[src/design/hyper_pkg.sv]
/* Shared widths, register map and types of the HyperBus command path.
   Chip select decodes a single address bit, so only two chips are reachable */
`default_nettype none

package hyper_pkg;

   localparam int NB_CH        = 2;
   localparam int CH_ID_W      = 1;
   localparam int NUM_CHIPS    = 2;
   localparam int CHIP_SEL_BIT = 24;
   localparam int FIFO_DEPTH   = 4;
   localparam int FIFO_PTR_W   = $clog2(FIFO_DEPTH);

   typedef logic [31:0]          hyper_addr_t;
   typedef logic [15:0]          trans_size_t;
   typedef logic [15:0]          burst_len_t;
   typedef logic [31:0]          cfg_data_t;
   typedef logic [4:0]           cfg_addr_t;
   typedef logic [CH_ID_W-1:0]   ch_id_t;
   typedef logic [NUM_CHIPS-1:0] chip_sel_t;

   typedef enum logic {SPLIT_IDLE, SPLIT_EMIT} split_state_e;

   // Channel register window
   localparam cfg_addr_t REG_ADDR   = 5'd0;
   localparam cfg_addr_t REG_SIZE   = 5'd1;
   localparam cfg_addr_t REG_MODE   = 5'd2;
   localparam cfg_addr_t REG_CHUNK  = 5'd3;
   localparam cfg_addr_t REG_STRIDE = 5'd4;
   localparam cfg_addr_t REG_START  = 5'd5;

   // Bits of REG_MODE
   localparam int MODE_WRITE_BIT = 0;
   localparam int MODE_2D_BIT    = 1;

   // addr, size, chunk, stride, id, then write, two_d and last
   localparam int TRANS_ENTRY_W = $bits(hyper_addr_t) + 3 * $bits(trans_size_t) + CH_ID_W + 3;

endpackage

`default_nettype wire

[src/design/hyper_cmd_queue.sv]
/* Register window of one channel, holds at most one pending command.
   A start write is stalled while the previous command waits for its grant */
`timescale 1ns/1ps
`default_nettype none

module hyper_cmd_queue
   import hyper_pkg::*;
(
   input  logic        sys_clk_i,
   input  logic        rst_i,

   input  logic        cfg_valid_i,
   input  cfg_addr_t   cfg_addr_i,
   input  cfg_data_t   cfg_data_i,
   input  logic        cfg_rwn_i,
   output logic        cfg_ready_o,
   output cfg_data_t   cfg_data_o,

   output logic        cmd_valid_o,
   input  logic        cmd_grant_i,
   output hyper_addr_t cmd_addr_o,
   output trans_size_t cmd_size_o,
   output logic [1:0]  cmd_mode_o,
   output trans_size_t cmd_chunk_o,
   output trans_size_t cmd_stride_o
);

   hyper_addr_t addr_q;
   trans_size_t size_q;
   logic [1:0]  mode_q;
   trans_size_t chunk_q;
   trans_size_t stride_q;
   logic        pending_q;
   logic        wr_en;

   assign cfg_ready_o = !(!cfg_rwn_i && cfg_addr_i == REG_START && pending_q);
   assign wr_en       = cfg_valid_i && cfg_ready_o && !cfg_rwn_i;

   always_comb
   begin
      case (cfg_addr_i)
         REG_ADDR:   cfg_data_o = addr_q;
         REG_SIZE:   cfg_data_o = cfg_data_t'(size_q);
         REG_MODE:   cfg_data_o = cfg_data_t'(mode_q);
         REG_CHUNK:  cfg_data_o = cfg_data_t'(chunk_q);
         REG_STRIDE: cfg_data_o = cfg_data_t'(stride_q);
         REG_START:  cfg_data_o = cfg_data_t'(pending_q);
         default:    cfg_data_o = '0;
      endcase
   end

   always_ff @(posedge sys_clk_i)
   begin
      if (rst_i)
      begin
         addr_q    <= '0;
         size_q    <= '0;
         mode_q    <= '0;
         chunk_q   <= '0;
         stride_q  <= '0;
         pending_q <= 1'b0;
      end
      else
      begin
         if (wr_en)
         begin
            case (cfg_addr_i)
               REG_ADDR:   addr_q   <= cfg_data_i;
               REG_SIZE:   size_q   <= cfg_data_i[15:0];
               REG_MODE:   mode_q   <= cfg_data_i[1:0];
               REG_CHUNK:  chunk_q  <= cfg_data_i[15:0];
               REG_STRIDE: stride_q <= cfg_data_i[15:0];
               default:    ;
            endcase
         end
         // Grant and start are exclusive, start needs pending low
         if (cmd_grant_i)
            pending_q <= 1'b0;
         else if (wr_en && cfg_addr_i == REG_START)
            pending_q <= 1'b1;
      end
   end

   // Snapshot so software may reprogram while the command waits
   always_ff @(posedge sys_clk_i)
   begin
      if (wr_en && cfg_addr_i == REG_START)
      begin
         cmd_addr_o   <= addr_q;
         cmd_size_o   <= size_q;
         cmd_mode_o   <= mode_q;
         cmd_chunk_o  <= chunk_q;
         cmd_stride_o <= stride_q;
      end
   end

   assign cmd_valid_o = pending_q;

   // Arbiter only grants a command this queue really holds
   a_grant_pending: assert property (@(posedge sys_clk_i) disable iff (rst_i)
      cmd_grant_i |-> pending_q);

endmodule

`default_nettype wire

[config.mk]
export PLATFORM = sky130hd
export DESIGN_NAME = hyper_cmd_queue
export DESIGN_NICKNAME = d
export VERILOG_FILES = /design/src/design/hyper_pkg.sv /design/src/design/hyper_cmd_queue.sv
export SDC_FILE = /design/constraint.sdc
export NUM_CORES = 1
export LEC_CHECK = 0
export BUFFER_PORTS_ARGS = -buffer_cell sky130_fd_sc_hd__buf_4
export CORE_MARGIN = 2
export CORE_UTILIZATION = 50
export CTS_CLUSTER_SIZE = 14
export DETAILED_ROUTE_END_ITERATION = 16
export GPL_ROUTABILITY_DRIVEN = 0
export PLACE_DENSITY = 0.79
export SYNTH_ARGS = -nofsm -noshare
export SYNTH_HDL_FRONTEND = slang
export SYNTH_SLANG_ARGS = --single-unit
export TNS_END_PERCENT = 1
[constraint.sdc]
create_clock -name sys_clk_i -period 6.2 [get_ports sys_clk_i]
set_input_delay 1.24 -clock sys_clk_i [delete_from_list [all_inputs] [get_ports sys_clk_i]]
set_output_delay 1.24 -clock sys_clk_i [all_outputs]
set_load 0.1 [all_outputs]
==> results.tsv <==
stage	metric	value	unit
sta	min Tclk post-route	4.72	ns
synth	Post-Synth Adder-Cell Area	0	%
floorplanning	Die H	118	um
worst_setup_path	CP Launch Type	input port	
floorplanning	die width	118	um
worst_setup_path	endpoint class of the critical path	primary output	
drt	final WL	15600	um
worst_setup_path	Worst R2R Path Depth	2	
synth	fraction of registers with async set or reset after synthesis	0	%
grt	first-pass GRT wire length	24800	um
finish	Final nets	670	
grt	GR Overflow Total	0	
worst_setup_path	number of cells on the critical path	6	
synth	Post-Synth Simple-Gate Area	16.7	%
cts	clk slew on worst S/H paths	0.07	ns
power	Net Switching	0.000480	W
worst_setup_path	CP max stage cell	and2_0	
synth	Post-Syn Area	6440	sq um
drt	DR iter-0 viols	374	
power	Combinational Power Share	3.5	%
sta	Hold Violations, Final	0	
hold_path	Hold Crit Class	reg -> reg	
synth	most frequent cell after synthesis	nand2b_1	
sta	Worst Tran Pin Value	1.17	ns
finish	filler cell count	986	
cts	post-CTS setup buffer count	0	
synth	post-synthesis sequential area ratio	64.0	%
finish	Non-Filler Instances	813	
grt	largest net degree at the start of global routing	116	
sta	Highest Clock Rate	212	MHz
power	switching power share of the total	21.6	%
power	Clk pwr share	45.2	%
synth	Post-synth EDFFs	82	
floorplanning	core area	12600	sq um
cts	CTS Root Cell	clkbuf_16	
worst_setup_path	worst endpoint data arrival time	3.48	ns
outcome	status	complete, no violations	
power	PD cells	268	nW/um^2
synth	Synth top area share	38.2	%
floorplanning	IO Count	158	
sta	final worst-path cycle share	76.2	%
synth	Synth area leader	edfxtp_1	
cts	CTS Sinks	165	
cts	Max Root-Sink Buffers	2	
hold_path	hold path cells	0	
power	P_int	0.00174	W
sta	final setup violation count	0	
worst_setup_path	Worst Path Required	4.96	ns
worst_setup_path	WP buf/inv	3	
synth	mean post-synth cell area	13.4	sq um
place	IO Port Bufs	157	
synth	Post-Synth XOR/XNOR Area	0	%
finish	share of layout cells above drive strength 1	31.8	%
worst_setup_path	Setup CP Type	in -> out	
place	dpl cells	781	
cts	htree depth	4	
cts	CTS Hold Bufs	0	
drt	Pre-antenna DRT Iters	4	
drt	WL/cell	19.2	um
worst_setup_path	top fanout value on the critical path	41	
sta	clock skew	0.00851	ns
drt	Routed Antenna Nets	0	
finish	Area Overhead vs Synth	28.9	%
synth	synth cell count leaders	nand2b_1, dfxtp_1, edfxtp_1	
cts	CTS tree	built	
floorplanning	num rows	41	
synth	post-synthesis compound-gate area fraction	3.65	%
finish	Multi-input gate area	2170	sq um
grt	Total GRT Usage	23.0	%
sta	worst hold slack	0.455	ns
cts	CTS Buf Count	17	
drt	DRC Markers	0	
place	Final HPWL DP	9980	um
floorplanning	overall die area	13800	sq um
synth	largest cells by area after synthesis	edfxtp_1, dfxtp_1, mux2i_1, nand2b_1, nand4b_1	
sta	TNS Setup	0	ns
synth	post-synthesis mux area share	13.1	%
cts	post_cts resized	0	
worst_setup_path	most used cell, CP	buf_4	
synth	#FFs+latches synth	165	
drt	vias per cell	5.41	
worst_setup_path	delay-heaviest family, CP	simple AND/OR/NAND/NOR gates	
sta	Slew headroom	21.8	%
worst_setup_path	CP max stage delay	0.97	ns
synth	Yosys Warn Count	0	
synth	post-synth net total	522	
power	peak supply drop	0.000146	V
run	max cap viols	0	
power	static leakage	3.74	nW
finish	Ant. Diodes	0	
synth	largest family of logic cells by synthesized area	simple AND/OR/NAND/NOR gates	
power	Seq pwr share	51.3	%
cts	Skew-Pair Late Insertion Delay	0.42	ns
grt	vias in the first global route	4598	
drt	DR vias	4400	
synth	Synth cell types	29	
sta	unrepaired setup endpoints after global routing	false	
grt	initial antenna violation count	0	
synth	cells after synthesis	480	
synth	Post-synth top flop	dfxtp_1	
floorplanning	Initial Utilization	51.1	%
worst_setup_path	Cell Chain, Critical Path	buf_4 > nor3_2 > buf_4 > and2_0 > a221o_1 > buf_4	
finish	sequential cell area	4120	sq um
sta	Final Max Tran Viols	0	
==> final timing paths <==
path	start	end	slack, ns
min reg2reg	addr_q[21]	cmd_addr_o[21]	0.45
min	addr_q[21]	cmd_addr_o[21]	0.45
max reg2reg	cmd_valid_o	cmd_addr_o[31]	4.25
max	cfg_addr_i[4]	cfg_data_o[2]	1.48
==> stage by stage <==
| step | worst slack (ns) | total power (W) | area [sq um] | util, % |
|---|---|---|---|---|
| 2_1_floorplan | 0.477 | 0.00121 | 6440 | - |
| 3_3_place_gp | 1.54 | 0.00124 | 7730 | 61.3 |
| 3_5_place_dp | 1.48 | 0.00124 | 7730 | 61.3 |
| 4_1_cts | 1.45 | 0.00223 | 8300 | 65.8 |
| 5_1_grt | 1.36 | 0.00228 | 8300 | 65.8 |
| 6_report | 1.48 | 0.00222 | 8300 | 65.8 |
==> registers in the layout, indices dropped and copies added (netlist names), 2 cells and up <==
register / cells
stride_q: 16
cmd_size_o: 16
cmd_stride_o: 16
cmd_addr_o: 32
cmd_chunk_o: 16
chunk_q: 16
addr_q: 32
cmd_mode_o: 2
mode_q: 2
size_q: 16
==> power groups by stage <==
stage,Sequential (W),Clock (W),Combinational (W)
floorplan,0.00116,0,0.0000434
global placement,0.00116,0,0.0000754
detailed placement,0.00116,0,0.0000776
CTS,0.00114,0.00102,0.0000778
global route,0.00114,0.00106,0.0000840
finish,0.00114,0.00100,0.0000782
==> cell usage in the layout (no fill, tap or decap), types with 2 or more instances in the layout <==
master / synthesis / final
and3_1: 17 / 17
mux4_2: 2 / 2
dfxtp_1: 83 / 83
buf_4: 2 / 161
nor2b_1: 2 / 2
edfxtp_1: 82 / 82
clkinv_2: 0 / 4
clkinv_4: 0 / 5
and2_0: 2 / 2
nand2b_1: 98 / 98
nand3_1: 5 / 5
inv_6: 0 / 3
clkbuf_16: 0 / 17
mux2i_1: 80 / 80
nor2_1: 16 / 15
a221o_1: 14 / 14
nand4b_1: 17 / 17
nand2_1: 2 / 2
o21ai_0: 16 / 16
==> per-layer routing <==
layer | global-route usage, % | up-vias | part of all wire (%)
li1 | - | 2035 | -
met1 | 27.6 | 2162 | 42
met2 | 38.0 | 177 | 48
met3 | 8.67 | 26 | 8.2
met4 | 8.21 | 0 | 2.1
met5 | 0 | - | 0
==> layout make-up <==
type	count	area share [%]
well taps	172	2.59
flip-flops and latches	165	49.7
multi-input cells	282	26.1
clock buffers	18	5.29
clock inverters	14	1.54
repair buffers	162	14.8
==> cell families after synthesis <==
group,count (synthesis)
muxes,82
buffers and inverters,33
AOI/OAI and AO/OA,32
and+or+nand+nor,168
DFF,165
(Power assumes the default switching activity.)
