File: src/design/hyper_pkg.sv
/* Shared widths, register map and types of the HyperBus command path.
   Chip select decodes a single address bit, so only two chips are reachable */
`default_nettype none

package hyper_pkg;

   localparam int NB_CH        = 2;
   localparam int CH_ID_W      = 1;
   localparam int NUM_CHIPS    = 2;
   localparam int CHIP_SEL_BIT = 24;
   localparam int FIFO_DEPTH   = 4;
   localparam int FIFO_PTR_W   = $clog2(FIFO_DEPTH);

   typedef logic [31:0]          hyper_addr_t;
   typedef logic [15:0]          trans_size_t;
   typedef logic [15:0]          burst_len_t;
   typedef logic [31:0]          cfg_data_t;
   typedef logic [4:0]           cfg_addr_t;
   typedef logic [CH_ID_W-1:0]   ch_id_t;
   typedef logic [NUM_CHIPS-1:0] chip_sel_t;

   typedef enum logic {SPLIT_IDLE, SPLIT_EMIT} split_state_e;

   // Channel register window
   localparam cfg_addr_t REG_ADDR   = 5'd0;
   localparam cfg_addr_t REG_SIZE   = 5'd1;
   localparam cfg_addr_t REG_MODE   = 5'd2;
   localparam cfg_addr_t REG_CHUNK  = 5'd3;
   localparam cfg_addr_t REG_STRIDE = 5'd4;
   localparam cfg_addr_t REG_START  = 5'd5;

   // Bits of REG_MODE
   localparam int MODE_WRITE_BIT = 0;
   localparam int MODE_2D_BIT    = 1;

   // addr, size, chunk, stride, id, then write, two_d and last
   localparam int TRANS_ENTRY_W = $bits(hyper_addr_t) + 3 * $bits(trans_size_t) + CH_ID_W + 3;

endpackage

`default_nettype wire

File: src/design/hyper_cmd_if.sv
/* One command or 1D transaction with a valid/ready handshake.
   Producer keeps valid and payload stable until ready is seen */
`timescale 1ns/1ps
`default_nettype none

interface hyper_cmd_if
   import hyper_pkg::*;
();

   logic        valid;
   logic        ready;
   hyper_addr_t addr;
   trans_size_t size;
   logic        write;
   logic        two_d;
   trans_size_t chunk;
   trans_size_t stride;
   ch_id_t      id;
   logic        last;

   modport src (
      output valid, addr, size, write, two_d, chunk, stride, id, last,
      input  ready
   );

   modport dst (
      input  valid, addr, size, write, two_d, chunk, stride, id, last,
      output ready
   );

endinterface

`default_nettype wire

File: src/design/hyper_trans_issue.sv
/* Output register toward the PHY, burst counted in 16-bit words rounded up.
   EOT pulses one cycle after the PHY takes the last piece of a command */
`timescale 1ns/1ps
`default_nettype none

module hyper_trans_issue
   import hyper_pkg::*;
(
   input  logic             sys_clk_i,
   input  logic             rst_i,

   hyper_cmd_if.dst         trans_i,

   output logic             trans_valid_o,
   input  logic             trans_ready_i,
   output hyper_addr_t      trans_addr_o,
   output burst_len_t       trans_burst_o,
   output logic             trans_write_o,
   output chip_sel_t        trans_cs_o,
   output logic [NB_CH-1:0] evt_eot_o
);

   logic             load;
   logic             out_valid_q;
   logic             last_q;
   ch_id_t           id_q;
   logic [NB_CH-1:0] eot_q;
   burst_len_t       burst_d;
   chip_sel_t        cs_d;

   assign load          = !out_valid_q || trans_ready_i;
   assign trans_i.ready = load;

   assign burst_d = burst_len_t'(({1'b0, trans_i.size} + 17'd1) >> 1);
   assign cs_d    = chip_sel_t'(1) << trans_i.addr[CHIP_SEL_BIT];

   always_ff @(posedge sys_clk_i)
   begin
      if (rst_i)
      begin
         out_valid_q <= 1'b0;
         eot_q       <= '0;
      end
      else
      begin
         eot_q <= '0;
         if (out_valid_q && trans_ready_i && last_q)
            eot_q[id_q] <= 1'b1;
         if (load)
            out_valid_q <= trans_i.valid;
      end
   end

   always_ff @(posedge sys_clk_i)
   begin
      if (load && trans_i.valid)
      begin
         trans_addr_o  <= trans_i.addr;
         trans_burst_o <= burst_d;
         trans_write_o <= trans_i.write;
         trans_cs_o    <= cs_d;
         last_q        <= trans_i.last;
         id_q          <= trans_i.id;
      end
   end

   assign trans_valid_o = out_valid_q;
   assign evt_eot_o     = eot_q;

endmodule

`default_nettype wire

File: src/flat_wrapper.sv
// flat-port wrapper written by rule: the top's interface ports become plain ports
module hyper_trans_issue_flat import hyper_pkg::*;
  (sys_clk_i, rst_i, trans_valid_o, trans_ready_i, trans_addr_o, trans_burst_o, trans_write_o, trans_cs_o, evt_eot_o, trans_i_valid, trans_i_addr, trans_i_size, trans_i_write, trans_i_two_d, trans_i_chunk, trans_i_stride, trans_i_id, trans_i_last, trans_i_ready);
  hyper_cmd_if trans_i_i ();
  input  logic sys_clk_i;
  input  logic rst_i;
  output logic trans_valid_o;
  input  logic trans_ready_i;
  output hyper_addr_t trans_addr_o;
  output burst_len_t trans_burst_o;
  output logic trans_write_o;
  output chip_sel_t trans_cs_o;
  output logic [NB_CH-1:0] evt_eot_o;
  input wire logic [$bits(trans_i_i.valid)-1:0] trans_i_valid;
  input wire logic [$bits(trans_i_i.addr)-1:0] trans_i_addr;
  input wire logic [$bits(trans_i_i.size)-1:0] trans_i_size;
  input wire logic [$bits(trans_i_i.write)-1:0] trans_i_write;
  input wire logic [$bits(trans_i_i.two_d)-1:0] trans_i_two_d;
  input wire logic [$bits(trans_i_i.chunk)-1:0] trans_i_chunk;
  input wire logic [$bits(trans_i_i.stride)-1:0] trans_i_stride;
  input wire logic [$bits(trans_i_i.id)-1:0] trans_i_id;
  input wire logic [$bits(trans_i_i.last)-1:0] trans_i_last;
  output wire logic [$bits(trans_i_i.ready)-1:0] trans_i_ready;
  assign trans_i_i.valid = trans_i_valid;
  assign trans_i_i.addr = trans_i_addr;
  assign trans_i_i.size = trans_i_size;
  assign trans_i_i.write = trans_i_write;
  assign trans_i_i.two_d = trans_i_two_d;
  assign trans_i_i.chunk = trans_i_chunk;
  assign trans_i_i.stride = trans_i_stride;
  assign trans_i_i.id = trans_i_id;
  assign trans_i_i.last = trans_i_last;
  assign trans_i_ready = trans_i_i.ready;
  hyper_trans_issue u_core (.sys_clk_i(sys_clk_i), .rst_i(rst_i), .trans_i(trans_i_i), .trans_valid_o(trans_valid_o), .trans_ready_i(trans_ready_i), .trans_addr_o(trans_addr_o), .trans_burst_o(trans_burst_o), .trans_write_o(trans_write_o), .trans_cs_o(trans_cs_o), .evt_eot_o(evt_eot_o));
endmodule
File: config.mk
export PLATFORM = sky130hd
export DESIGN_NAME = hyper_trans_issue_flat
export DESIGN_NICKNAME = d
export VERILOG_FILES = /design/src/design/hyper_pkg.sv /design/src/design/hyper_cmd_if.sv /design/src/design/hyper_trans_issue.sv /design/src/flat_wrapper.sv
export SDC_FILE = /design/constraint.sdc
export NUM_CORES = 1
export LEC_CHECK = 0
export ABC_AREA = 1
export BUFFER_PORTS_ARGS = -buffer_cell sky130_fd_sc_hd__buf_2
export CAP_MARGIN = 20
export CORE_ASPECT_RATIO = 2
export CORE_MARGIN = 5
export CORE_UTILIZATION = 32
export DETAILED_ROUTE_END_ITERATION = 10
export HOLD_SLACK_MARGIN = 0.12
export PLACE_DENSITY = 0.71
export SLEW_MARGIN = 20
export SYNTH_ARGS = -nofsm -noshare
export SYNTH_HDL_FRONTEND = slang
export SYNTH_SLANG_ARGS = --single-unit
File: constraint.sdc
create_clock -name sys_clk_i -period 5 [get_ports sys_clk_i]
set_input_delay 0.25 -clock sys_clk_i [delete_from_list [all_inputs] [get_ports sys_clk_i]]
set_output_delay 0.25 -clock sys_clk_i [all_outputs]
set_load 0.05 [all_outputs]
==> results.toml <==
[sta]
slew-limit-headroom = 0.573
period_needed_ns = 1.73
final.setup_skew_ns = 0.00628
final_hold_viol_count = 0
rsz0062_at_grt = "no"
worst_pin_slew_ns = 0.639
post-route-period-util = 0.346
fin_hold_ws_ns = 0.132
slew_viol_final = 0
max_freq_ghz = 0.577
totalNegativeSetupSlack_ns = 0
setup_viol_count_final = 0

[cts]
htree_levels = 2
cts_buffers = 5
ctsLongestPathBuffers = 2
cts_root_buf = "clkbuf_16"
cts.repair.resized = 0
worst_setup_hold_path_clk_slew_ns = 0.06
cts.sinks = 55
clkLatencyLatePin_ns = 0.29
post_cts_setup_driven_buffer_insertion_count = 0
cts_hold_buffers = 0
cts_tree = "yes"

[setup_path]
setup.worst_path.class = "reg -> reg"
worst_path_cell_with_the_longest_stage_delay = "a21oi_4"
worstPathCellList = "a21oi_4, buf_4"
worst-path-max-fanout = 31
worstPathRequired_ns = 4.94
critical_path.endpoint_type = "flop"
critical_path.startpoint_type = "flop"
critPathMaxStageDelay_ns = 0.55
arrival_ns = 1.68

[global_route]
first_pass_grt_wire_length_um = 6640
globalRouteTotalUtil = 0.109
antenna_found_initial = 0
gr-total-overflow = 0
grt_max_degree = 32
grt_pass1_vias = 1494

[power_and_ir_drop]
share_seq_of_total_power = 0.474
worst_ir_drop_vdd_mv = 0.123
p_switching_mw = 0.281
clock_power_share = 0.376
p_int_mw = 0.863
power_switching_share = 0.246
power-per-cell-area_nw_per_um2 = 391
comb_power_share = 0.151
power_leakage_nw = 1.29

[finish]
final_net_count = 346
fillers = 591
layout_stage_area_growth_over_the_synthesis_result_pct = 41.2
antenna-diode-count = 0
final_area_um2 = 2920
drive_gt1_frac = 0.500

[synth]
synth_sequential_area_ratio = 0.783
synth.avg_cell_area_um2 = 14.7
synth_cell_types = 21
ff_latch_count_synth = 55
synth_area_um2 = 2070
synth.net_count = 230
ys.warnings.count = 0
syn-instance-count = 141

[placement]
routabilityCongestion = 0.754
postPlaceCellArea_um2 = 2740
port_buffers = 109
place_hpwl_um = 3830

[min_path]
timing.hold.worst.class = "in -> reg"

[die]
core_area_um2 = 6310
fp.dieArea_um2 = 8280
pin_count = 143
die_h_um = 124
num_rows = 41
dieWidth_um = 66.9
initial_core_util = 0.328

[routing]
met2RoutedLength_um = 2670
met1_length_um = 1490
viasPerCell = 4.24
detail_route.wl_per_cell_um = 13.5
wl_met3_um = 305
antenna_left = 0
detailedRoute.firstPassIterationCount = 4
drt_drc_violations_left = 0
drt_iter0_drc = 85
top_layer = "met4"
detail_route.wirelength_um = 4630
detailroute.via_count = 1460

[outcome]
run_status = "finished, final reports clean"

[job]
timing.max_cap.violations = 0
-- power by group through the flow --
stage | combinational (mW) | clock, mW | sequential, mW
after global placement | 0.172 | 0 | 0.551
after detailed placement | 0.175 | 0 | 0.552
final | 0.172 | 0.430 | 0.542
after CTS | 0.175 | 0.442 | 0.542
after global routing | 0.182 | 0.458 | 0.544
after floorplan | 0.0276 | 0 | 0.644
-- layer usage --
layer  track usage  vias up
li1              -      713
met1        0.0952      670
met2         0.211       65
met3        0.0217       12
met4        0.0712        0
met5             0        -
-- through the flow --
stage	power, mW	util	std cells	setup WS, ns
after global placement	0.723	0.433	336	3.22
final	1.14	0.463	344	3.27
after detailed placement	0.727	0.433	336	3.17
after global routing	1.18	0.463	344	3.12
after CTS	1.16	0.463	344	3.21
after floorplan	0.672	-	141	1.39
-- logic make-up after synthesis --
logic type	synth area share
AO/OA/AOI/OAI	0.00967
XOR/XNOR	0.0338
adder cells (fa/ha/maj)	0.00604
buffers and inverters	0.0290
flip-flops	0.783
AND/OR/NAND/NOR	0.138
-- cell type report --
class	count	area, um^2	share of cell area
flip-flops and latches	55	1620	0.555
repair buffers	110	553	0.189
multi-input cells	71	400	0.137
clock buffers	6	129	0.0441
well taps	86	108	0.0368
clock inverters	2	60.1	0.0205
inverters	14	52.6	0.0180
-- cell usage in the layout, fill, tap and decap left out, types with 2 or more instances in the layout --
cell,netlist,layout
o21ai_1,2,2
nor2_2,5,5
clkbuf_16,0,5
nand4_1,4,4
bufinv_16,0,2
nor2_1,9,9
xnor2_1,4,4
nand2_1,29,29
inv_1,13,13
buf_2,0,109
xor2_1,4,4
dfxtp_1,3,3
nor2_4,2,2
nand3_1,4,4
edfxtp_1,52,52
-- path summary, 6_finish.rpt --
path                                startpoint                           endpoint  slack [ns]  depth (start not counted)
min reg2reg              u_core.id_q$_DFFE_PP_     u_core.evt_eot_o[0]$_SDFF_PP0_        0.44                          1
min                                      rst_i  u_core.trans_valid_o$_SDFFE_PP0P_        0.13                          2
max reg2reg  u_core.trans_valid_o$_SDFFE_PP0P_  u_core.trans_addr_o[21]$_DFFE_PP_        3.27                          2
max          u_core.trans_valid_o$_SDFFE_PP0P_  u_core.trans_addr_o[21]$_DFFE_PP_        3.27                          2
-- cells in the mapped netlist --
cell | n | share of area
nor2_2 | 5 | 0.015
buf_4 | 1 | 0.0036
nand3_2 | 1 | 0.0048
nand3_1 | 4 | 0.0097
nor3_2 | 1 | 0.0048
xor2_1 | 4 | 0.017
nor2_4 | 2 | 0.011
nand2_4 | 1 | 0.0054
edfxtp_1 | 52 | 0.75
a21oi_1 | 2 | 0.0048
inv_1 | 13 | 0.024
nor2_1 | 9 | 0.016
dfxtp_1 | 3 | 0.029
nand3b_1 | 1 | 0.0036
nand4_1 | 4 | 0.012
xnor2_1 | 4 | 0.017
ha_1 | 1 | 0.0060
clkinv_1 | 1 | 0.0018
nand2_2 | 1 | 0.0030
o21ai_1 | 2 | 0.0048
nand2_1 | 29 | 0.053
-- state kept, by name, summed over array words and instances, names as in the netlist --
signal                cells
u_core.evt_eot_o          2
u_core.id_q               1
u_core.last_q             1
u_core.trans_addr_o      32
u_core.trans_burst_o     16
u_core.trans_cs_o         1
u_core.trans_valid_o      1
u_core.trans_write_o      1
-- worst max-delay path: cells and delay by family, from the launching register on --
family / cells / cell delay [ns]
buf+inv: 1 / 0.47
compound gates: 1 / 0.55
flops: 1 / 0.35
(Power assumes the default switching activity.)
