### config.mk
export PLATFORM = sky130hd
export DESIGN_NAME = hyper_2d_splitter_flat
export DESIGN_NICKNAME = d
export VERILOG_FILES = /design/src/design/hyper_pkg.sv /design/src/design/hyper_cmd_if.sv /design/src/design/hyper_2d_splitter.sv /design/src/flat_wrapper.sv
export SDC_FILE = /design/constraint.sdc
export NUM_CORES = 1
export LEC_CHECK = 0
export BUFFER_PORTS_ARGS = -buffer_cell sky130_fd_sc_hd__buf_4
export CAP_MARGIN = 20
export CORE_AREA = 2 2 110 101
export CTS_BUF_LIST = sky130_fd_sc_hd__clkbuf_8
export CTS_CLUSTER_DIAMETER = 100
export DETAILED_ROUTE_END_ITERATION = 8
export DIE_AREA = 0 0 112 103
export PLACE_DENSITY = 0.82
export SYNTH_ARGS = -nofsm -noshare
export SYNTH_HDL_FRONTEND = slang
export SYNTH_SLANG_ARGS = --single-unit
### constraint.sdc
create_clock -name sys_clk_i -period 7.35 [get_ports sys_clk_i]
set_input_delay 0.735 -clock sys_clk_i [delete_from_list [all_inputs] [get_ports sys_clk_i]]
set_output_delay 0.735 -clock sys_clk_i [all_outputs]
set_load 0.02 [all_outputs]
### src/design/hyper_pkg.sv
/* Shared widths, register map and types of the HyperBus command path.
   Chip select decodes a single address bit, so only two chips are reachable */
`default_nettype none

package hyper_pkg;

   localparam int NB_CH        = 2;
   localparam int CH_ID_W      = 1;
   localparam int NUM_CHIPS    = 2;
   localparam int CHIP_SEL_BIT = 24;
   localparam int FIFO_DEPTH   = 4;
   localparam int FIFO_PTR_W   = $clog2(FIFO_DEPTH);

   typedef logic [31:0]          hyper_addr_t;
   typedef logic [15:0]          trans_size_t;
   typedef logic [15:0]          burst_len_t;
   typedef logic [31:0]          cfg_data_t;
   typedef logic [4:0]           cfg_addr_t;
   typedef logic [CH_ID_W-1:0]   ch_id_t;
   typedef logic [NUM_CHIPS-1:0] chip_sel_t;

   typedef enum logic {SPLIT_IDLE, SPLIT_EMIT} split_state_e;

   // Channel register window
   localparam cfg_addr_t REG_ADDR   = 5'd0;
   localparam cfg_addr_t REG_SIZE   = 5'd1;
   localparam cfg_addr_t REG_MODE   = 5'd2;
   localparam cfg_addr_t REG_CHUNK  = 5'd3;
   localparam cfg_addr_t REG_STRIDE = 5'd4;
   localparam cfg_addr_t REG_START  = 5'd5;

   // Bits of REG_MODE
   localparam int MODE_WRITE_BIT = 0;
   localparam int MODE_2D_BIT    = 1;

   // addr, size, chunk, stride, id, then write, two_d and last
   localparam int TRANS_ENTRY_W = $bits(hyper_addr_t) + 3 * $bits(trans_size_t) + CH_ID_W + 3;

endpackage

`default_nettype wire

### src/design/hyper_cmd_if.sv
/* One command or 1D transaction with a valid/ready handshake.
   Producer keeps valid and payload stable until ready is seen */
`timescale 1ns/1ps
`default_nettype none

interface hyper_cmd_if
   import hyper_pkg::*;
();

   logic        valid;
   logic        ready;
   hyper_addr_t addr;
   trans_size_t size;
   logic        write;
   logic        two_d;
   trans_size_t chunk;
   trans_size_t stride;
   ch_id_t      id;
   logic        last;

   modport src (
      output valid, addr, size, write, two_d, chunk, stride, id, last,
      input  ready
   );

   modport dst (
      input  valid, addr, size, write, two_d, chunk, stride, id, last,
      output ready
   );

endinterface

`default_nettype wire

### src/design/hyper_2d_splitter.sv
/* Cuts a 2D command into 1D transactions of chunk bytes, stepping by stride.
   1D commands and a zero chunk go through as one transaction */
`timescale 1ns/1ps
`default_nettype none

module hyper_2d_splitter
   import hyper_pkg::*;
(
   input  logic     sys_clk_i,
   input  logic     rst_i,

   hyper_cmd_if.dst cmd_i,
   hyper_cmd_if.src trans_o
);

   split_state_e state_q;
   hyper_addr_t  addr_q;
   trans_size_t  rem_q;
   trans_size_t  chunk_q;
   trans_size_t  stride_q;
   logic         write_q;
   ch_id_t       id_q;
   logic         piece_last;
   logic         cmd_fire;
   logic         trans_fire;

   assign cmd_i.ready = (state_q == SPLIT_IDLE);
   assign cmd_fire    = cmd_i.valid && cmd_i.ready;
   assign trans_fire  = trans_o.valid && trans_o.ready;
   assign piece_last  = (rem_q <= chunk_q);

   assign trans_o.valid  = (state_q == SPLIT_EMIT);
   assign trans_o.addr   = addr_q;
   assign trans_o.size   = piece_last ? rem_q : chunk_q;
   assign trans_o.write  = write_q;
   assign trans_o.two_d  = 1'b0;
   assign trans_o.chunk  = chunk_q;
   assign trans_o.stride = stride_q;
   assign trans_o.id     = id_q;
   assign trans_o.last   = piece_last;

   always_ff @(posedge sys_clk_i)
   begin
      if (rst_i)
         state_q <= SPLIT_IDLE;
      else
      begin
         case (state_q)
            SPLIT_IDLE: if (cmd_fire) state_q <= SPLIT_EMIT;
            SPLIT_EMIT: if (trans_fire && piece_last) state_q <= SPLIT_IDLE;
            default:    state_q <= SPLIT_IDLE;
         endcase
      end
   end

   always_ff @(posedge sys_clk_i)
   begin
      if (cmd_fire)
      begin
         addr_q   <= cmd_i.addr;
         rem_q    <= cmd_i.size;
         // Single piece: chunk equal to size makes the first piece the last
         chunk_q  <= (cmd_i.two_d && cmd_i.chunk != '0) ? cmd_i.chunk : cmd_i.size;
         stride_q <= cmd_i.stride;
         write_q  <= cmd_i.write;
         id_q     <= cmd_i.id;
      end
      else if (trans_fire && !piece_last)
      begin
         addr_q <= addr_q + hyper_addr_t'(stride_q);
         rem_q  <= rem_q - chunk_q;
      end
   end

endmodule

`default_nettype wire

### src/flat_wrapper.sv
// flat-port wrapper written by rule: the top's interface ports become plain ports
module hyper_2d_splitter_flat import hyper_pkg::*;
  (sys_clk_i, rst_i, cmd_i_valid, cmd_i_addr, cmd_i_size, cmd_i_write, cmd_i_two_d, cmd_i_chunk, cmd_i_stride, cmd_i_id, cmd_i_last, cmd_i_ready, trans_o_valid, trans_o_addr, trans_o_size, trans_o_write, trans_o_two_d, trans_o_chunk, trans_o_stride, trans_o_id, trans_o_last, trans_o_ready);
  hyper_cmd_if cmd_i_i ();
  hyper_cmd_if trans_o_i ();
  input  logic sys_clk_i;
  input  logic rst_i;
  input wire logic [$bits(cmd_i_i.valid)-1:0] cmd_i_valid;
  input wire logic [$bits(cmd_i_i.addr)-1:0] cmd_i_addr;
  input wire logic [$bits(cmd_i_i.size)-1:0] cmd_i_size;
  input wire logic [$bits(cmd_i_i.write)-1:0] cmd_i_write;
  input wire logic [$bits(cmd_i_i.two_d)-1:0] cmd_i_two_d;
  input wire logic [$bits(cmd_i_i.chunk)-1:0] cmd_i_chunk;
  input wire logic [$bits(cmd_i_i.stride)-1:0] cmd_i_stride;
  input wire logic [$bits(cmd_i_i.id)-1:0] cmd_i_id;
  input wire logic [$bits(cmd_i_i.last)-1:0] cmd_i_last;
  output wire logic [$bits(cmd_i_i.ready)-1:0] cmd_i_ready;
  output wire logic [$bits(trans_o_i.valid)-1:0] trans_o_valid;
  output wire logic [$bits(trans_o_i.addr)-1:0] trans_o_addr;
  output wire logic [$bits(trans_o_i.size)-1:0] trans_o_size;
  output wire logic [$bits(trans_o_i.write)-1:0] trans_o_write;
  output wire logic [$bits(trans_o_i.two_d)-1:0] trans_o_two_d;
  output wire logic [$bits(trans_o_i.chunk)-1:0] trans_o_chunk;
  output wire logic [$bits(trans_o_i.stride)-1:0] trans_o_stride;
  output wire logic [$bits(trans_o_i.id)-1:0] trans_o_id;
  output wire logic [$bits(trans_o_i.last)-1:0] trans_o_last;
  input wire logic [$bits(trans_o_i.ready)-1:0] trans_o_ready;
  assign cmd_i_i.valid = cmd_i_valid;
  assign cmd_i_i.addr = cmd_i_addr;
  assign cmd_i_i.size = cmd_i_size;
  assign cmd_i_i.write = cmd_i_write;
  assign cmd_i_i.two_d = cmd_i_two_d;
  assign cmd_i_i.chunk = cmd_i_chunk;
  assign cmd_i_i.stride = cmd_i_stride;
  assign cmd_i_i.id = cmd_i_id;
  assign cmd_i_i.last = cmd_i_last;
  assign cmd_i_ready = cmd_i_i.ready;
  assign trans_o_valid = trans_o_i.valid;
  assign trans_o_addr = trans_o_i.addr;
  assign trans_o_size = trans_o_i.size;
  assign trans_o_write = trans_o_i.write;
  assign trans_o_two_d = trans_o_i.two_d;
  assign trans_o_chunk = trans_o_i.chunk;
  assign trans_o_stride = trans_o_i.stride;
  assign trans_o_id = trans_o_i.id;
  assign trans_o_last = trans_o_i.last;
  assign trans_o_i.ready = trans_o_ready;
  hyper_2d_splitter u_core (.sys_clk_i(sys_clk_i), .rst_i(rst_i), .cmd_i(cmd_i_i), .trans_o(trans_o_i));
endmodule
==> results by stage <==
Status:
- The flow ran to the end, and the final reports show no timing, DRC or antenna violations.

Yosys:
- During synthesis, Yosys emitted a total of 0 warnings.
- The synthesized netlist devotes 14.1% of its cell area to simple gates.
- The share of the Yosys chip area taken by registers is 45.9%.
- The number of nets in the synthesized netlist is 651.
- In the synthesized netlist, the number of instances is 529.
- After synthesis the netlist holds a flip-flop and latch count of 83.
- The combinational family with the most area after synthesis is compound AO/OA/AOI/OAI gates.
- For this run, asynchronously set or reset flops after synthesis account for 0%.
- The most common flop cell mapped by yosys is sky130_fd_sc_hd__edfxtp_1.
- The synthesized netlist devotes 5.34% of its cell area to XOR and XNOR gates.
- The average footprint of a synthesized cell is 10.2 µm².
- In the synthesized netlist, mux cells make up 6.85% of the area.
- The post-synthesis instance area is 5410 µm².
- Yosys mapped the design onto 61 distinct sky130hd cell types.
- Summing the areas of all compound-gate instances in the mapped netlist gives 16.0% of the synthesized area.
- In this run, synthesis inferred 82 flip-flops with an integrated enable.
- The post-synthesis adder-cell area fraction is 8.14%.

Drt:
- For this block, the via count after detailed routing is 4728.
- In the final routed layout, each cell accounts on average for 16.9 µm.
- For this block, the routed nets add up to 14.2 mm of wire.
- The post-detailed-route count of antenna-violating nets is 0.
- Using the TritonRoute via totals, the vias-per-cell ratio works out to 5.64.
- The number of detailed-route iterations in the first pass is 5.
- In this run, the number of DRC markers left after iteration 0 of detailed routing was 308.
- The total DRC errors in the routed layout is 0.

Timing:
- The final sum of negative setup slack is 0 ns.
- The number of failing hold endpoints at the final stage is 0.
- The time the worst path needs with I/O delays and setup is 4.14 ns.
- The final setup violation count is 0.
- Headroom to the max-slew limit came out at 44.6%.
- Timing would allow up to 241 MHz.
- The final clock period utilization by the worst path is 56.4%.
- The final-report max-slew violation count is 0.
- The slew at the pin closest to its max-slew limit is 0.827 ns.
- The final setup skew is 0.0107 ns.
- Setup repair after global routing left no endpoint under its margin.

Clocking:
- The number of H-tree branching levels is 3.
- The count of clock tree sinks is 83.
- The maximum number of buffers from clock root to sink is 2.
- The insertion delay of the later-clocked pin in the worst-skew pair is 0.38 ns.
- Gates resized during post-CTS repair numbered 0.
- The clock tree from TritonCTS is yes.
- The total CTS buffers is 9.
- Clock-pin slew was measured on the worst setup and hold paths at 0.09 ns.
- The number of setup buffers added after CTS is 0.
- The number of hold buffers added after CTS was 0.
- The tree is rooted in a sky130_fd_sc_hd__clkbuf_8.

Power and ir drop:
- The switching power share of the total is 35.6%.
- Cell internal power was estimated by the tool at 1.24 mW.
- The clock share of power is 22.4%.
- The worst-case IR drop observed on VDD is 0.000218 V.
- The analysis attributes to net switching a power of 684 µW.
- For this design the ratio of total power to cell area is 272 nW/µm².
- The fraction of power consumed by sequential logic is 34.8%.
- The share of total power in combinational logic is 42.8%.
- The analysis attributes to cell leakage a power of 3.02 nW.

Final layout:
- The most common library cell in the layout ignoring fill and taps is sky130_fd_sc_hd__buf_4.
- Summing all non-filler instances in the final layout gives an area of 7080 µm².
- The area growth from synthesis to final layout is 30.9%.
- The final layout contains 822 nets.
- The top cell types in the final layout, fill and taps aside, are sky130_fd_sc_hd__buf_4, sky130_fd_sc_hd__edfxtp_1, sky130_fd_sc_hd__nand2_1, sky130_fd_sc_hd__nor2_1, sky130_fd_sc_hd__a21oi_1.
- In the final layout, the share of cells above drive strength 1 is 32.9%.
- The number of inserted diodes is 0.

Worst setup path:
- The data required time at the worst endpoint is 6.61 ns.
- STA classifies the critical path startpoint as a flop.
- The endpoint type of the worst setup path is a primary output.
- The slowest stage of the critical path is the sky130_fd_sc_hd__o21ai_4 cell.
- The critical path goes through ha_1 -> a21oi_2 -> nor2_1 -> or3_4 -> o21ai_2 -> a21oi_2 -> o21ai_4 -> mux2_2 -> buf_4.
- STA puts the critical path data arrival time at 3.41 ns.
- The library cell appearing most often on the critical path is sky130_fd_sc_hd__a21oi_2.
- The class of the most critical setup path is flop to primary output.
- The kind of cell adding the most delay to the critical path is compound AO/OA/AOI/OAI gates.
- The biggest fanout along the worst timing path is 19.
- The biggest cell delay along the critical path is 0.67 ns.
- The critical path buffer and inverter count is 1.

Global route:
- The number of global-route vias before repair was 4572.
- For this run the aggregate overflow at the end of global routing stands at 0.
- Global routing consumed, over all layers together, 24.5% of the routing resources.
- The first global-routing pass estimated 22.3 mm of wire.
- The pin count of the biggest net entering global routing is 62.
- The initial antenna violation count is 0.

Floorplan:
- The vertical die dimension is 103 µm.
- The initial core utilization is 51.3%.
- The core outline area is 10500 µm².
- During I/O placement, the number of pins put on the boundary was 174.
- The floorplan die area is 11500 µm².
- The overall die width is 112 µm.
- The row count is 36.

Hold path:
- The path category of the worst min-delay check is primary input to flop.

Place:
- The half-perimeter wire length after detailed placement is 10.4 mm.
- The total placed instance area is 6820 µm².
- The count of buffers from port buffering is 171.
- Routability-driven placement finished with a final weighted congestion of 0.909.

Job:
- Max-cap violations in this run came to 0.
[metrics by stage]
stage               power [mW]  setup slack, ns  instances  util, %  hold WS (ns)
floorplan                 1.23             1.19        529        -         0.583
global placement          1.46             3.72        822     64.7         0.506
detailed placement        1.49             3.66        822     64.7         0.526
CTS                       1.93             3.25        838     67.2         0.488
global route              2.03             3.06        838     67.2         0.483
finish                    1.92             3.21        838     67.2         0.510
[cells in the mapped netlist, drive strengths merged, types with 3 or more instances]
master  number  area (µm²)
a211oi       8        65.1
a21o         9        67.6
a21oi       39         203
a31oi        7        43.8
and2         6        38.8
and3         4        25.0
buf          5        41.3
clkbuf      10        37.5
edfxtp      82        2460
ha          32         400
inv         31         116
mux2        30         360
nand2       62         233
nand2b       3        18.8
nand3       19        95.1
nand4        4        25.0
nor2        39         149
nor2b        8        50.1
nor3         3        15.0
nor4         5        31.3
o211ai       6        45.0
o21ai       42         225
o31ai        5        37.5
or3          3        23.8
or4          4        30.0
xnor2       15         131
xor2        18         158
[state kept, by name, indices dropped and copies added (netlist names)]
signal                 count
u_core.trans_o.write       1
u_core.trans_o.stride     16
u_core.trans_o.chunk      16
u_core.trans_o.addr       32
u_core.rem_q              16
u_core.trans_o.valid       1
u_core.trans_o.id          1
[per-layer routing]
layer  vias to the layer above  GRT usage [%]  routed length, µm
met5                         -              0                  0
met4                         0           7.60                232
met3                        18           7.00                898
met2                       169           40.9               6840
met1                      2243           31.4               6180
li1                       2298              -                  -
[worst register-to-register path: cells and delay by family (launching register included)]
family,cells,cell delay (ns)
and+or+nand+nor,1,0.14
AOI/OAI and AO/OA,6,1.30
DFF,1,0.43
buffers and inverters,1,0.57
adders and majority gates,2,0.68
[power groups by stage]
stage | Clock (mW) | Sequential (mW) | Combinational [mW]
after detailed placement | 0 | 0.678 | 0.814
after CTS | 0.439 | 0.668 | 0.819
final | 0.431 | 0.668 | 0.823
after global routing | 0.454 | 0.679 | 0.894
after floorplan | 0 | 0.726 | 0.508
after global placement | 0 | 0.674 | 0.791
[path summary, 6_finish.rpt]
kind / startpoint / slack [ns] / end / cells past startpoint
max reg2reg: u_core.trans_o.chunk[0] / 3.85 / u_core.trans_o.addr[7] / 10
min: rst_i / 0.51 / u_core.trans_o.valid / 2
min reg2reg: u_core.trans_o.valid / 0.53 / u_core.trans_o.valid / 2
max: u_core.rem_q[5] / 3.21 / trans_o_size[2] / 9
[final cells by class]
cell class,count,area [µm²]
Clock buffer,9,124
Timing Repair Buffer,175,1310
Fill cell,848,3460
Tap cell,133,166
Inverter,31,116
Multi-Input combinational cell,400,2750
Clock inverter,7,131
Sequential cell,83,2480
[cell families after synthesis]
kind of cell | after synthesis
AO/OA/AOI/OAI | 137
flip-flops | 83
other | 1
multiplexers | 31
buffers and inverters | 46
AND/OR/NAND/NOR | 164
XOR/XNOR | 33
adder cells (fa/ha/maj) | 34
Power figures use the tool's default switching activity.
