===== config.mk =====
export PLATFORM = sky130hd
export DESIGN_NAME = hyper_trans_fifo_flat
export DESIGN_NICKNAME = d
export VERILOG_FILES = /design/src/design/hyper_pkg.sv /design/src/design/hyper_cmd_if.sv /design/src/design/hyper_trans_fifo.sv /design/src/flat_wrapper.sv
export SDC_FILE = /design/constraint.sdc
export NUM_CORES = 1
export LEC_CHECK = 0
export BUFFER_PORTS_ARGS = -buffer_cell sky130_fd_sc_hd__buf_2
export CORE_MARGIN = 2
export CORE_UTILIZATION = 51
export DETAILED_ROUTE_END_ITERATION = 16
export GPL_ROUTABILITY_DRIVEN = 0
export PLACE_DENSITY = 0.77
export SYNTH_ARGS = -nofsm -noshare
export SYNTH_HDL_FRONTEND = slang
export SYNTH_SLANG_ARGS = --single-unit

===== constraint.sdc =====
create_clock -name sys_clk_i -period 3.3 [get_ports sys_clk_i]
set_clock_uncertainty 0.1 [all_clocks]
set_input_delay 0.165 -clock sys_clk_i [delete_from_list [all_inputs] [get_ports sys_clk_i]]
set_output_delay 0.165 -clock sys_clk_i [all_outputs]
set_load 0.01 [all_outputs]

===== src/design/hyper_pkg.sv =====
/* Shared widths, register map and types of the HyperBus command path.
   Chip select decodes a single address bit, so only two chips are reachable */
`default_nettype none

package hyper_pkg;

   localparam int NB_CH        = 2;
   localparam int CH_ID_W      = 1;
   localparam int NUM_CHIPS    = 2;
   localparam int CHIP_SEL_BIT = 24;
   localparam int FIFO_DEPTH   = 4;
   localparam int FIFO_PTR_W   = $clog2(FIFO_DEPTH);

   typedef logic [31:0]          hyper_addr_t;
   typedef logic [15:0]          trans_size_t;
   typedef logic [15:0]          burst_len_t;
   typedef logic [31:0]          cfg_data_t;
   typedef logic [4:0]           cfg_addr_t;
   typedef logic [CH_ID_W-1:0]   ch_id_t;
   typedef logic [NUM_CHIPS-1:0] chip_sel_t;

   typedef enum logic {SPLIT_IDLE, SPLIT_EMIT} split_state_e;

   // Channel register window
   localparam cfg_addr_t REG_ADDR   = 5'd0;
   localparam cfg_addr_t REG_SIZE   = 5'd1;
   localparam cfg_addr_t REG_MODE   = 5'd2;
   localparam cfg_addr_t REG_CHUNK  = 5'd3;
   localparam cfg_addr_t REG_STRIDE = 5'd4;
   localparam cfg_addr_t REG_START  = 5'd5;

   // Bits of REG_MODE
   localparam int MODE_WRITE_BIT = 0;
   localparam int MODE_2D_BIT    = 1;

   // addr, size, chunk, stride, id, then write, two_d and last
   localparam int TRANS_ENTRY_W = $bits(hyper_addr_t) + 3 * $bits(trans_size_t) + CH_ID_W + 3;

endpackage

`default_nettype wire


===== src/design/hyper_cmd_if.sv =====
/* One command or 1D transaction with a valid/ready handshake.
   Producer keeps valid and payload stable until ready is seen */
`timescale 1ns/1ps
`default_nettype none

interface hyper_cmd_if
   import hyper_pkg::*;
();

   logic        valid;
   logic        ready;
   hyper_addr_t addr;
   trans_size_t size;
   logic        write;
   logic        two_d;
   trans_size_t chunk;
   trans_size_t stride;
   ch_id_t      id;
   logic        last;

   modport src (
      output valid, addr, size, write, two_d, chunk, stride, id, last,
      input  ready
   );

   modport dst (
      input  valid, addr, size, write, two_d, chunk, stride, id, last,
      output ready
   );

endinterface

`default_nettype wire


===== src/design/hyper_trans_fifo.sv =====
/* Small synchronous FIFO of 1D transactions, output read straight from storage.
   Full blocks pushes even when a pop happens in the same cycle */
`timescale 1ns/1ps
`default_nettype none

module hyper_trans_fifo
   import hyper_pkg::*;
(
   input  logic     sys_clk_i,
   input  logic     rst_i,

   hyper_cmd_if.dst push_i,
   hyper_cmd_if.src pop_o
);

   logic [TRANS_ENTRY_W-1:0] mem_q [FIFO_DEPTH];
   logic [FIFO_PTR_W-1:0]    wr_ptr_q;
   logic [FIFO_PTR_W-1:0]    rd_ptr_q;
   logic [FIFO_PTR_W:0]      count_q;
   logic                     do_push;
   logic                     do_pop;

   assign push_i.ready = (count_q < FIFO_DEPTH);
   assign pop_o.valid  = (count_q != '0);
   assign do_push      = push_i.valid && push_i.ready;
   assign do_pop       = pop_o.valid && pop_o.ready;

   assign {pop_o.addr, pop_o.size, pop_o.chunk, pop_o.stride, pop_o.id,
           pop_o.write, pop_o.two_d, pop_o.last} = mem_q[rd_ptr_q];

   always_ff @(posedge sys_clk_i)
   begin
      if (do_push)
         mem_q[wr_ptr_q] <= {push_i.addr, push_i.size, push_i.chunk, push_i.stride,
                             push_i.id, push_i.write, push_i.two_d, push_i.last};
   end

   always_ff @(posedge sys_clk_i)
   begin
      if (rst_i)
      begin
         wr_ptr_q <= '0;
         rd_ptr_q <= '0;
         count_q  <= '0;
      end
      else
      begin
         if (do_push)
            wr_ptr_q <= wr_ptr_q + 1'b1;
         if (do_pop)
            rd_ptr_q <= rd_ptr_q + 1'b1;
         if (do_push && !do_pop)
            count_q <= count_q + 1'b1;
         else if (do_pop && !do_push)
            count_q <= count_q - 1'b1;
      end
   end

   // Count never passes the depth, so nothing is pushed into a full buffer
   a_no_push_full: assert property (@(posedge sys_clk_i) disable iff (rst_i)
      count_q <= FIFO_DEPTH);

   // Pointers agree with the count, so an empty buffer is never read
   a_no_pop_empty: assert property (@(posedge sys_clk_i) disable iff (rst_i)
      (wr_ptr_q - rd_ptr_q) == count_q[FIFO_PTR_W-1:0]);

endmodule

`default_nettype wire


===== src/flat_wrapper.sv =====
// flat-port wrapper written by rule: the top's interface ports become plain ports
module hyper_trans_fifo_flat import hyper_pkg::*;
  (sys_clk_i, rst_i, push_i_valid, push_i_addr, push_i_size, push_i_write, push_i_two_d, push_i_chunk, push_i_stride, push_i_id, push_i_last, push_i_ready, pop_o_valid, pop_o_addr, pop_o_size, pop_o_write, pop_o_two_d, pop_o_chunk, pop_o_stride, pop_o_id, pop_o_last, pop_o_ready);
  hyper_cmd_if push_i_i ();
  hyper_cmd_if pop_o_i ();
  input  logic sys_clk_i;
  input  logic rst_i;
  input wire logic [$bits(push_i_i.valid)-1:0] push_i_valid;
  input wire logic [$bits(push_i_i.addr)-1:0] push_i_addr;
  input wire logic [$bits(push_i_i.size)-1:0] push_i_size;
  input wire logic [$bits(push_i_i.write)-1:0] push_i_write;
  input wire logic [$bits(push_i_i.two_d)-1:0] push_i_two_d;
  input wire logic [$bits(push_i_i.chunk)-1:0] push_i_chunk;
  input wire logic [$bits(push_i_i.stride)-1:0] push_i_stride;
  input wire logic [$bits(push_i_i.id)-1:0] push_i_id;
  input wire logic [$bits(push_i_i.last)-1:0] push_i_last;
  output wire logic [$bits(push_i_i.ready)-1:0] push_i_ready;
  output wire logic [$bits(pop_o_i.valid)-1:0] pop_o_valid;
  output wire logic [$bits(pop_o_i.addr)-1:0] pop_o_addr;
  output wire logic [$bits(pop_o_i.size)-1:0] pop_o_size;
  output wire logic [$bits(pop_o_i.write)-1:0] pop_o_write;
  output wire logic [$bits(pop_o_i.two_d)-1:0] pop_o_two_d;
  output wire logic [$bits(pop_o_i.chunk)-1:0] pop_o_chunk;
  output wire logic [$bits(pop_o_i.stride)-1:0] pop_o_stride;
  output wire logic [$bits(pop_o_i.id)-1:0] pop_o_id;
  output wire logic [$bits(pop_o_i.last)-1:0] pop_o_last;
  input wire logic [$bits(pop_o_i.ready)-1:0] pop_o_ready;
  assign push_i_i.valid = push_i_valid;
  assign push_i_i.addr = push_i_addr;
  assign push_i_i.size = push_i_size;
  assign push_i_i.write = push_i_write;
  assign push_i_i.two_d = push_i_two_d;
  assign push_i_i.chunk = push_i_chunk;
  assign push_i_i.stride = push_i_stride;
  assign push_i_i.id = push_i_id;
  assign push_i_i.last = push_i_last;
  assign push_i_ready = push_i_i.ready;
  assign pop_o_valid = pop_o_i.valid;
  assign pop_o_addr = pop_o_i.addr;
  assign pop_o_size = pop_o_i.size;
  assign pop_o_write = pop_o_i.write;
  assign pop_o_two_d = pop_o_i.two_d;
  assign pop_o_chunk = pop_o_i.chunk;
  assign pop_o_stride = pop_o_i.stride;
  assign pop_o_id = pop_o_i.id;
  assign pop_o_last = pop_o_i.last;
  assign pop_o_i.ready = pop_o_ready;
  hyper_trans_fifo u_core (.sys_clk_i(sys_clk_i), .rst_i(rst_i), .push_i(push_i_i), .pop_o(pop_o_i));
endmodule

==> results by group, run 1 <==
Status
  – Status: finished, final reports clean

Global routing
  – Total GRT Usage: 0.182
  – Antenna violations before repair: 1
  – First-pass GRT wire length: about 36 mm
  – Number of global-route vias before repair: around 6400
  – Largest net degree at the start of global routing: just over 50
  – GRT Residual Overflow: 0

Timing
  – Min Hold Slack: approximately 0.13 ns
  – RSZ-0062 raised after global routing: false
  – Setup violators final: 0
  – Final worst path period share: 0.770
  – Setup TNS: 0 ns
  – Final slew viol count: 0
  – Hold Vio Cnt, Final: 0
  – Relative slew slack: 0.609
  – Max Clock Freq: between 300 and 400 MHz
  – Tmin final: 2.54 ns
  – Worst-Margin Slew: 0.586 ns

CTS
  – CTS Buf Count: 35
  – Buffers inserted by post-CTS timing repair: 0
  – Clock Latency Late Sink: around 0.50 ns
  – H-tree depth: 2
  – Clk sinks: around 350
  – Maximum clock path buffer count: 3
  – Root buffer cell: clkbuf_16
  – TritonCTS clock tree: done
  – Worst-path clk slew: around 0.060 ns

Power
  – Worst VDD drop: between 0.5 and 0.6 mV
  – Leakage: between 5 and 6 nW
  – Pwr Density: 747 nW/um^2

Logic synthesis
  – Primary FF master, synth: edfxtp_1
  – Post-synth net total: 578
  – Top cells by area, synth: edfxtp_1 80%, mux4_2 15%, dfxtp_1 1.4%, buf_6 0.63%, ha_1 0.50%
  – Post-synth EDFFs: approximately 340
  – Share of the synthesized area in the top cell type: 0.803
  – Mean Syn Cell Area: about 26 sq um
  – #FFs+latches synth: approximately 350
  – Warnings from Yosys: 0
  – Cell Area, Synth: approximately 13000 sq um
  – Area leader, netlist: edfxtp_1
  – Post-Synthesis Cells: 484
  – Yosys cell types: 21
  – Ys async rst share: 0
  – Synth top cells by count: 336 x edfxtp_1, 84 x mux4_2, 9 x dfxtp_1
  – Most frequent cell after synthesis: edfxtp_1
  – Sequential share of the synthesized area: 0.817

Drt
  – DRC errors left: 0
  – Final wirelength: approximately 23 mm
  – Drt pass-1 iters: 5
  – Mean routed wirelength per cell: slightly above 20 um
  – DRT iter0 DRCs: ~530
  – Vias: ~6000
  – Via density: 5.36
  – Antenna Nets Post-Route: 0

Cells and area
  – Share of cells above drive strength 1: 0.399
  – Fin nets: 866
  – Syn-to-layout area delta: 25.6%

Floorplan
  – Core Box Area: 24200 sq um
  – Overall die area: between 20000 and 30000 sq um
  – Cell Rows: 57
  – Die height: 161 um
  – # IOs: 174
  – Die width: roughly 160 um
  – Initial Util: 0.518

Setup path
  – Worst setup SP type: flop
  – Critical-path maximum fanout: 50
  – Setup CP Type: flop to output port
  – Worst Path Arrival: approximately 2.3 ns
  – Required @ worst endpoint: 3.03 ns
  – CP Capture Type: output port

Place
  – # port buffers: roughly 170
  – Post-DP HPWL: 13.8 mm

Run
  – # Max-Cap Violations: 0

Worst hold path
  – Hold Path Class: primary input to flop
-- what timing repair did --
action | 4_1_cts | 5_1_grt
setup endpoints to repair | 0 | 0
gates resized for setup | 0 | 0
hold endpoints to repair | 345 | 0
hold buffers | 86 | 0
-- cell type report --
| cell class | count | area (sq um) |
|---|---|---|
| diodes | 2 | 5.00 |
| fillers | 1560 | 8470 |
| repair buffers | 271 | 1890 |
| inverters | 4 | 15.0 |
| clock inverters | 15 | 71.3 |
| well taps | 324 | 405 |
| flip-flops and latches | 345 | 10300 |
| multi-input cells | 115 | 2140 |
| clock buffers | 47 | 963 |
-- path summary, 6_finish.rpt --
check                       endpoint  cells after the start  slack (ns)               start
setup / recovery            pop_o_id                      3        0.76                flop
hold / removal    u_core.wr_ptr_q[0]                      4        0.13        push_i_valid
setup reg to reg   u_core.count_q[2]                      7        0.95   u_core.count_q[2]
hold reg to reg                 flop                      2        0.44  u_core.rd_ptr_q[1]
-- cell families (layout without fill, tap and decap cells) --
| group | count (synthesis) | after routing | synth area share |
|---|---|---|---|
| compound gates | 4 | 4 | 0.00209 |
| xor+xnor | 5 | 5 | 0.00349 |
| fa+ha+maj | 6 | 6 | 0.00657 |
| buf+inv | 24 | 337 | 0.0126 |
| flops | 345 | 345 | 0.817 |
| mux | 86 | 86 | 0.152 |
| other cells | 0 | 2 | 0 |
| simple gates | 14 | 14 | 0.00558 |
-- layer usage --
layer / part of all wire / wire (um) / vias up / GRT usage
li1: - / - / 2656 / -
met1: 0.42 / 9570 / 3096 / 0.245
met2: 0.50 / 11500 / 224 / 0.304
met3: 0.069 / 1590 / 42 / 0.0421
met4: 0.018 / 413 / 0 / 0.0479
met5: 0 / 0 / - / 0
-- cell usage in the layout (no fill, tap or decap), types with 4 or more instances in the layout --
cell type / synthesis / routed
edfxtp_1: 336 / 336
buf_2: 7 / 173
dlygate4sd3_1: 0 / 86
mux4_2: 84 / 84
clkbuf_16: 0 / 37
clkbuf_1: 4 / 10
clkinv_1: 0 / 9
nor2_1: 7 / 7
dfxtp_1: 9 / 7
buf_4: 2 / 6
buf_12: 0 / 6
ha_1: 5 / 5
inv_1: 4 / 4
and2_4: 0 / 4
xor2_1: 4 / 4
clkinv_2: 0 / 4
-- per-stage QoR --
stage          worst slack [ns]  std cells  cell area [sq um]  total power [W]  utilization
4_1_cts                   0.688       1121              15800           0.0120        0.650
6_report                  0.759       1123              15800           0.0118        0.651
3_5_place_dp              0.978        973              13900          0.00833        0.572
5_1_grt                   0.613       1122              15800           0.0123        0.650
3_3_place_gp               1.03        973              13900          0.00824        0.572
2_1_floorplan            0.0884        484              12600          0.00736            -
-- registers in the layout (all words and copies together), names as in the netlist, named ones only --
signal,count
u_core.wr_ptr_q,2
u_core.count_q,3
u_core.mem_q,336
u_core.rd_ptr_q,2
-- worst max-delay path, stage by stage (launching register included) --
cell	delay, ns
dfxtp_4	0.54
buf_12	0.38
mux4_2	0.60
buf_2	0.17
-- power breakdown --
part | internal [W] | total [W] | switching, W
combinational | 0.00135 | 0.00271 | 0.00135
clock | 0.00205 | 0.00353 | 0.00148
sequential | 0.00534 | 0.00555 | 0.000202
total | 0.00874 | 0.0118 | 0.00304
No activity file was read; power rests on OpenSTA's default activity.
==> run 2: changes to the inputs <==
--- a/config.mk
+++ b/config.mk
@@ -5,12 +5,13 @@
 export SDC_FILE = /design/constraint.sdc
 export NUM_CORES = 1
 export LEC_CHECK = 0
+export ABC_AREA = 1
 export BUFFER_PORTS_ARGS = -buffer_cell sky130_fd_sc_hd__buf_2
 export CORE_MARGIN = 2
-export CORE_UTILIZATION = 51
+export CORE_UTILIZATION = 52
 export DETAILED_ROUTE_END_ITERATION = 16
 export GPL_ROUTABILITY_DRIVEN = 0
-export PLACE_DENSITY = 0.77
+export PLACE_DENSITY = 0.78
 export SYNTH_ARGS = -nofsm -noshare
 export SYNTH_HDL_FRONTEND = slang
 export SYNTH_SLANG_ARGS = --single-unit
==> constraint.sdc (replaced) <==
create_clock -name sys_clk_i -period 2.1 [get_ports sys_clk_i]
set_clock_uncertainty 0.1 [all_clocks]
set_input_delay 0.105 -clock sys_clk_i [delete_from_list [all_inputs] [get_ports sys_clk_i]]
set_output_delay 0.105 -clock sys_clk_i [all_outputs]
set_load 0.01 [all_outputs]
==> results by group, run 2 <==
Setup path
  – Worst Path Arrival: 1.85 ns (-0.43 ns)
  – Worst setup SP type: flop
  – Slowest stage delay, CP: 0.44 ns (-0.16 ns)
  – Crit-path slowest cell: dfxtp_4
  – Buffers & Inverters on Critical Path: 3 (+1)
  – CP delay by family, top: buffers and inverters
  – CP Cell Sequence: buf_12, buf_16, o21ai_0, o22ai_1, buf_2
  – Required @ worst endpoint: 1.89 ns (-1.14 ns)
  – Critical-path maximum fanout: 14 (-72%)
  – R2r startpoint: u_core.count_q[2]
  – Setup CP Type: flop to output port
  – CP Capture Type: output port

Timing
  – Worst-Margin Slew: 0.434 ns (-0.152 ns)
  – Final worst path period share: 0.977
  – Tmin final: about 2.1 ns
  – Final slew viol count: 0 (unchanged)
  – Setup violators final: 0 (unchanged)
  – Setup TNS: 0 ns (unchanged)
  – Hold Vio Cnt, Final: 0 (unchanged)
  – Setup ws final: 0.0474 ns (-0.711 ns)
  – Relative slew slack: 0.711 (+0.101)
  – Max Clock Freq: just under 500 MHz

CTS
  – CTS Buf Count: 35 (unchanged)
  – TritonCTS clock tree: done
  – Root buffer cell: clkbuf_16
  – Worst-path clk slew: 0.06 ns (about the same)
  – Clock Latency Late Sink: 0.50 ns (about the same)
  – Maximum clock path buffer count: 3 (unchanged)
  – H-tree depth: 2 (unchanged)
  – Clk sinks: 345 (unchanged)

Floorplan
  – Die width: 165 um (+2.7%)
  – Die height: 165 um (+2.7%)
  – # IOs: 174 (unchanged)
  – Cell Rows: 59 (+3.5%)
  – Core Box Area: 25800 sq um (+6.6%)
  – Overall die area: 27300 sq um (+5.6%)
  – Initial Util: 0.524 (+0.00596)

Global routing
  – First-pass GRT wire length: 41.9 mm (+17%)
  – Antenna violations before repair: 1 (unchanged)
  – Number of global-route vias before repair: 8054 (+25%)
  – GRT Residual Overflow: 0 (unchanged)
  – Largest net degree at the start of global routing: 113 (+120%)
  – Total GRT Usage: 0.201 (+0.0189)

Worst hold path
  – Hold Path Class: primary input to flop
  – Hold Path Origin: push_i_write

Logic synthesis
  – Yosys cell types: 21 (unchanged)
  – Top cells by area, synth: edfxtp_1 75%, o21ai_0 5.0%, nor2_1 3.8%, o22ai_2 3.7%, nor2_4 3.3%
  – Share of the synthesized area in the top cell type: 0.745 (-0.0580)
  – Primary FF master, synth: edfxtp_1
  – Synth top cells by count: 336 x edfxtp_1, 137 x nor2_1, 136 x o21ai_0, 44 x o22ai_1
  – #FFs+latches synth: 345 (unchanged)
  – Area leader, netlist: edfxtp_1
  – Post-synth net total: 970 (+68%)
  – Most frequent cell after synthesis: edfxtp_1
  – Ys async rst share: 0 (unchanged)
  – Sequential share of the synthesized area: 0.758 (-0.0590)
  – Mean Syn Cell Area: 15.5 sq um (-40%)
  – Post-Synthesis Cells: 876 (+81%)
  – Cell Area, Synth: 13500 sq um (+7.8%)
  – Warnings from Yosys: 0 (unchanged)
  – Post-synth EDFFs: 336 (unchanged)

Cells and area
  – Post-Route Utilization: 0.662 (+0.0113)
  – Syn-to-layout area delta: 26.3%
  – Largest register by flop count: u_core.mem_q
  – Largest regs: u_core.mem_q (336), u_core.count_q (3)
  – Fin cells: 1515 (+35%)
  – Commonest non-fill, non-tap cell in the layout: edfxtp_1
  – Largest register FFs: 336 (unchanged)
  – Share of cells above drive strength 1: 0.311 (-0.0877)
  – Fin nets: 1248 (+44%)
  – Most frequent cells in the layout: 336 x edfxtp_1, 173 x buf_2, 133 x nor2_1

Status
  – Status: finished, final reports clean

Place
  – # port buffers: 173 (unchanged)
  – Post-DP HPWL: 15.4 mm (+12%)
  – Place WS: 0.280 ns (-0.698 ns)
  – Placed insts: 1352 (+39%)

Power
  – Clock share of power: 0.295 (-0.005)
  – Switching power: 0.00607 W (+100%)
  – Leakage: 5.99 nW (+12%)
  – Design Power: 0.0200 W (+70%)
  – Sw Share: 0.304 (+0.0460)
  – Pwr Density: 1170 nW/um^2 (+56%)
  – Worst VDD drop: 0.968 mV (+75%)
  – Sequential share of power: 0.428 (-0.043)
  – P_int: 0.0139 W (+59%)
  – Combinational Power Share: 0.277 (+0.047)

Drt
  – Via density: 5.41 (+1.0%)
  – Vias: 8202 (+36%)
  – Drt pass-1 iters: 5 (unchanged)
  – Final wirelength: 30.1 mm (+31%)
  – Antenna Nets Post-Route: 0 (unchanged)
  – DRT iter0 DRCs: 768 (+44%)
  – DRC errors left: 0 (unchanged)
  – Mean routed wirelength per cell: 19.9 um (-3.2%)

Run
  – # Max-Cap Violations: 0 (unchanged)
==> run 2: cell count changes after synthesis, sizes merged, moves of 12 or more <==
cell / change
clkbuf: +23
o22ai: +84
mux4: -84
o21ai: +171
nand2: +12
nor2: +170
inv: +13
==> run 2: power by group through the flow <==
stage                     Sequential (W)  Clock (W)  Combinational, W
after floorplan                  0.00866          0           0.00321
after global placement           0.00866          0           0.00475
after detailed placement         0.00868          0           0.00485
after CTS                        0.00855    0.00599           0.00510
after global routing             0.00860    0.00626           0.00599
final                            0.00856    0.00589           0.00553
==> run 2: per-stage QoR <==
stage          area (sq um)  hold WS [ns]
2_1_floorplan         13600        0.0741
3_3_place_gp          14800         0.217
3_5_place_dp          14800         0.220
4_1_cts               16900         0.216
5_1_grt               17100         0.243
6_report              17100         0.246
==> run 2: final timing paths <==
path                                           end  slack (ns)  depth (start not counted)
worst min register to register  u_core.wr_ptr_q[1]        0.40                          2
worst min-delay path            u_core.mem_q[3][2]        0.25                          2
worst max-delay path               pop_o_chunk[15]        0.05                          5
worst max register to register   u_core.count_q[2]        0.18                         12
==> run 2: cells by family after synthesis <==
| family | share of synthesized area |
|---|---|
| adders and majority gates | 0.00610 |
| DFF | 0.758 |
| buffers and inverters | 0.0322 |
| AOI/OAI and AO/OA | 0.128 |
| and+or+nand+nor | 0.0757 |
==> run 2: what timing repair did <==
item / CTS / global route
hold buffers: 88 / 0
setup buffers: 0 / 3
setup endpoints to repair: 60 / 79
resized for setup: 6 / 12
gates cloned: 1 / 8
pin swaps: 0 / 3
hold endpoints to repair: 345 / 0
==> run 2: routing by layer <==
layer  wire, um  global-route usage  vias up
met4        463              0.0588        0
met1      12400               0.259     4080
li1           -                   -     3857
met3       1740              0.0445       39
met2      15500               0.344      226
met5          0                   0        -
==> run 2: final cells by class <==
cell class                 count  area, sq um
antenna                        1         2.50
clock buffer                  46          960
clock inverter                16          131
fill                        1776         8740
inverter                      17         93.8
multi-input combinational    460         2880
sequential                   345        10300
tap                          335          419
timing repair buffer         294         2320
timing repair inverter         1         11.3
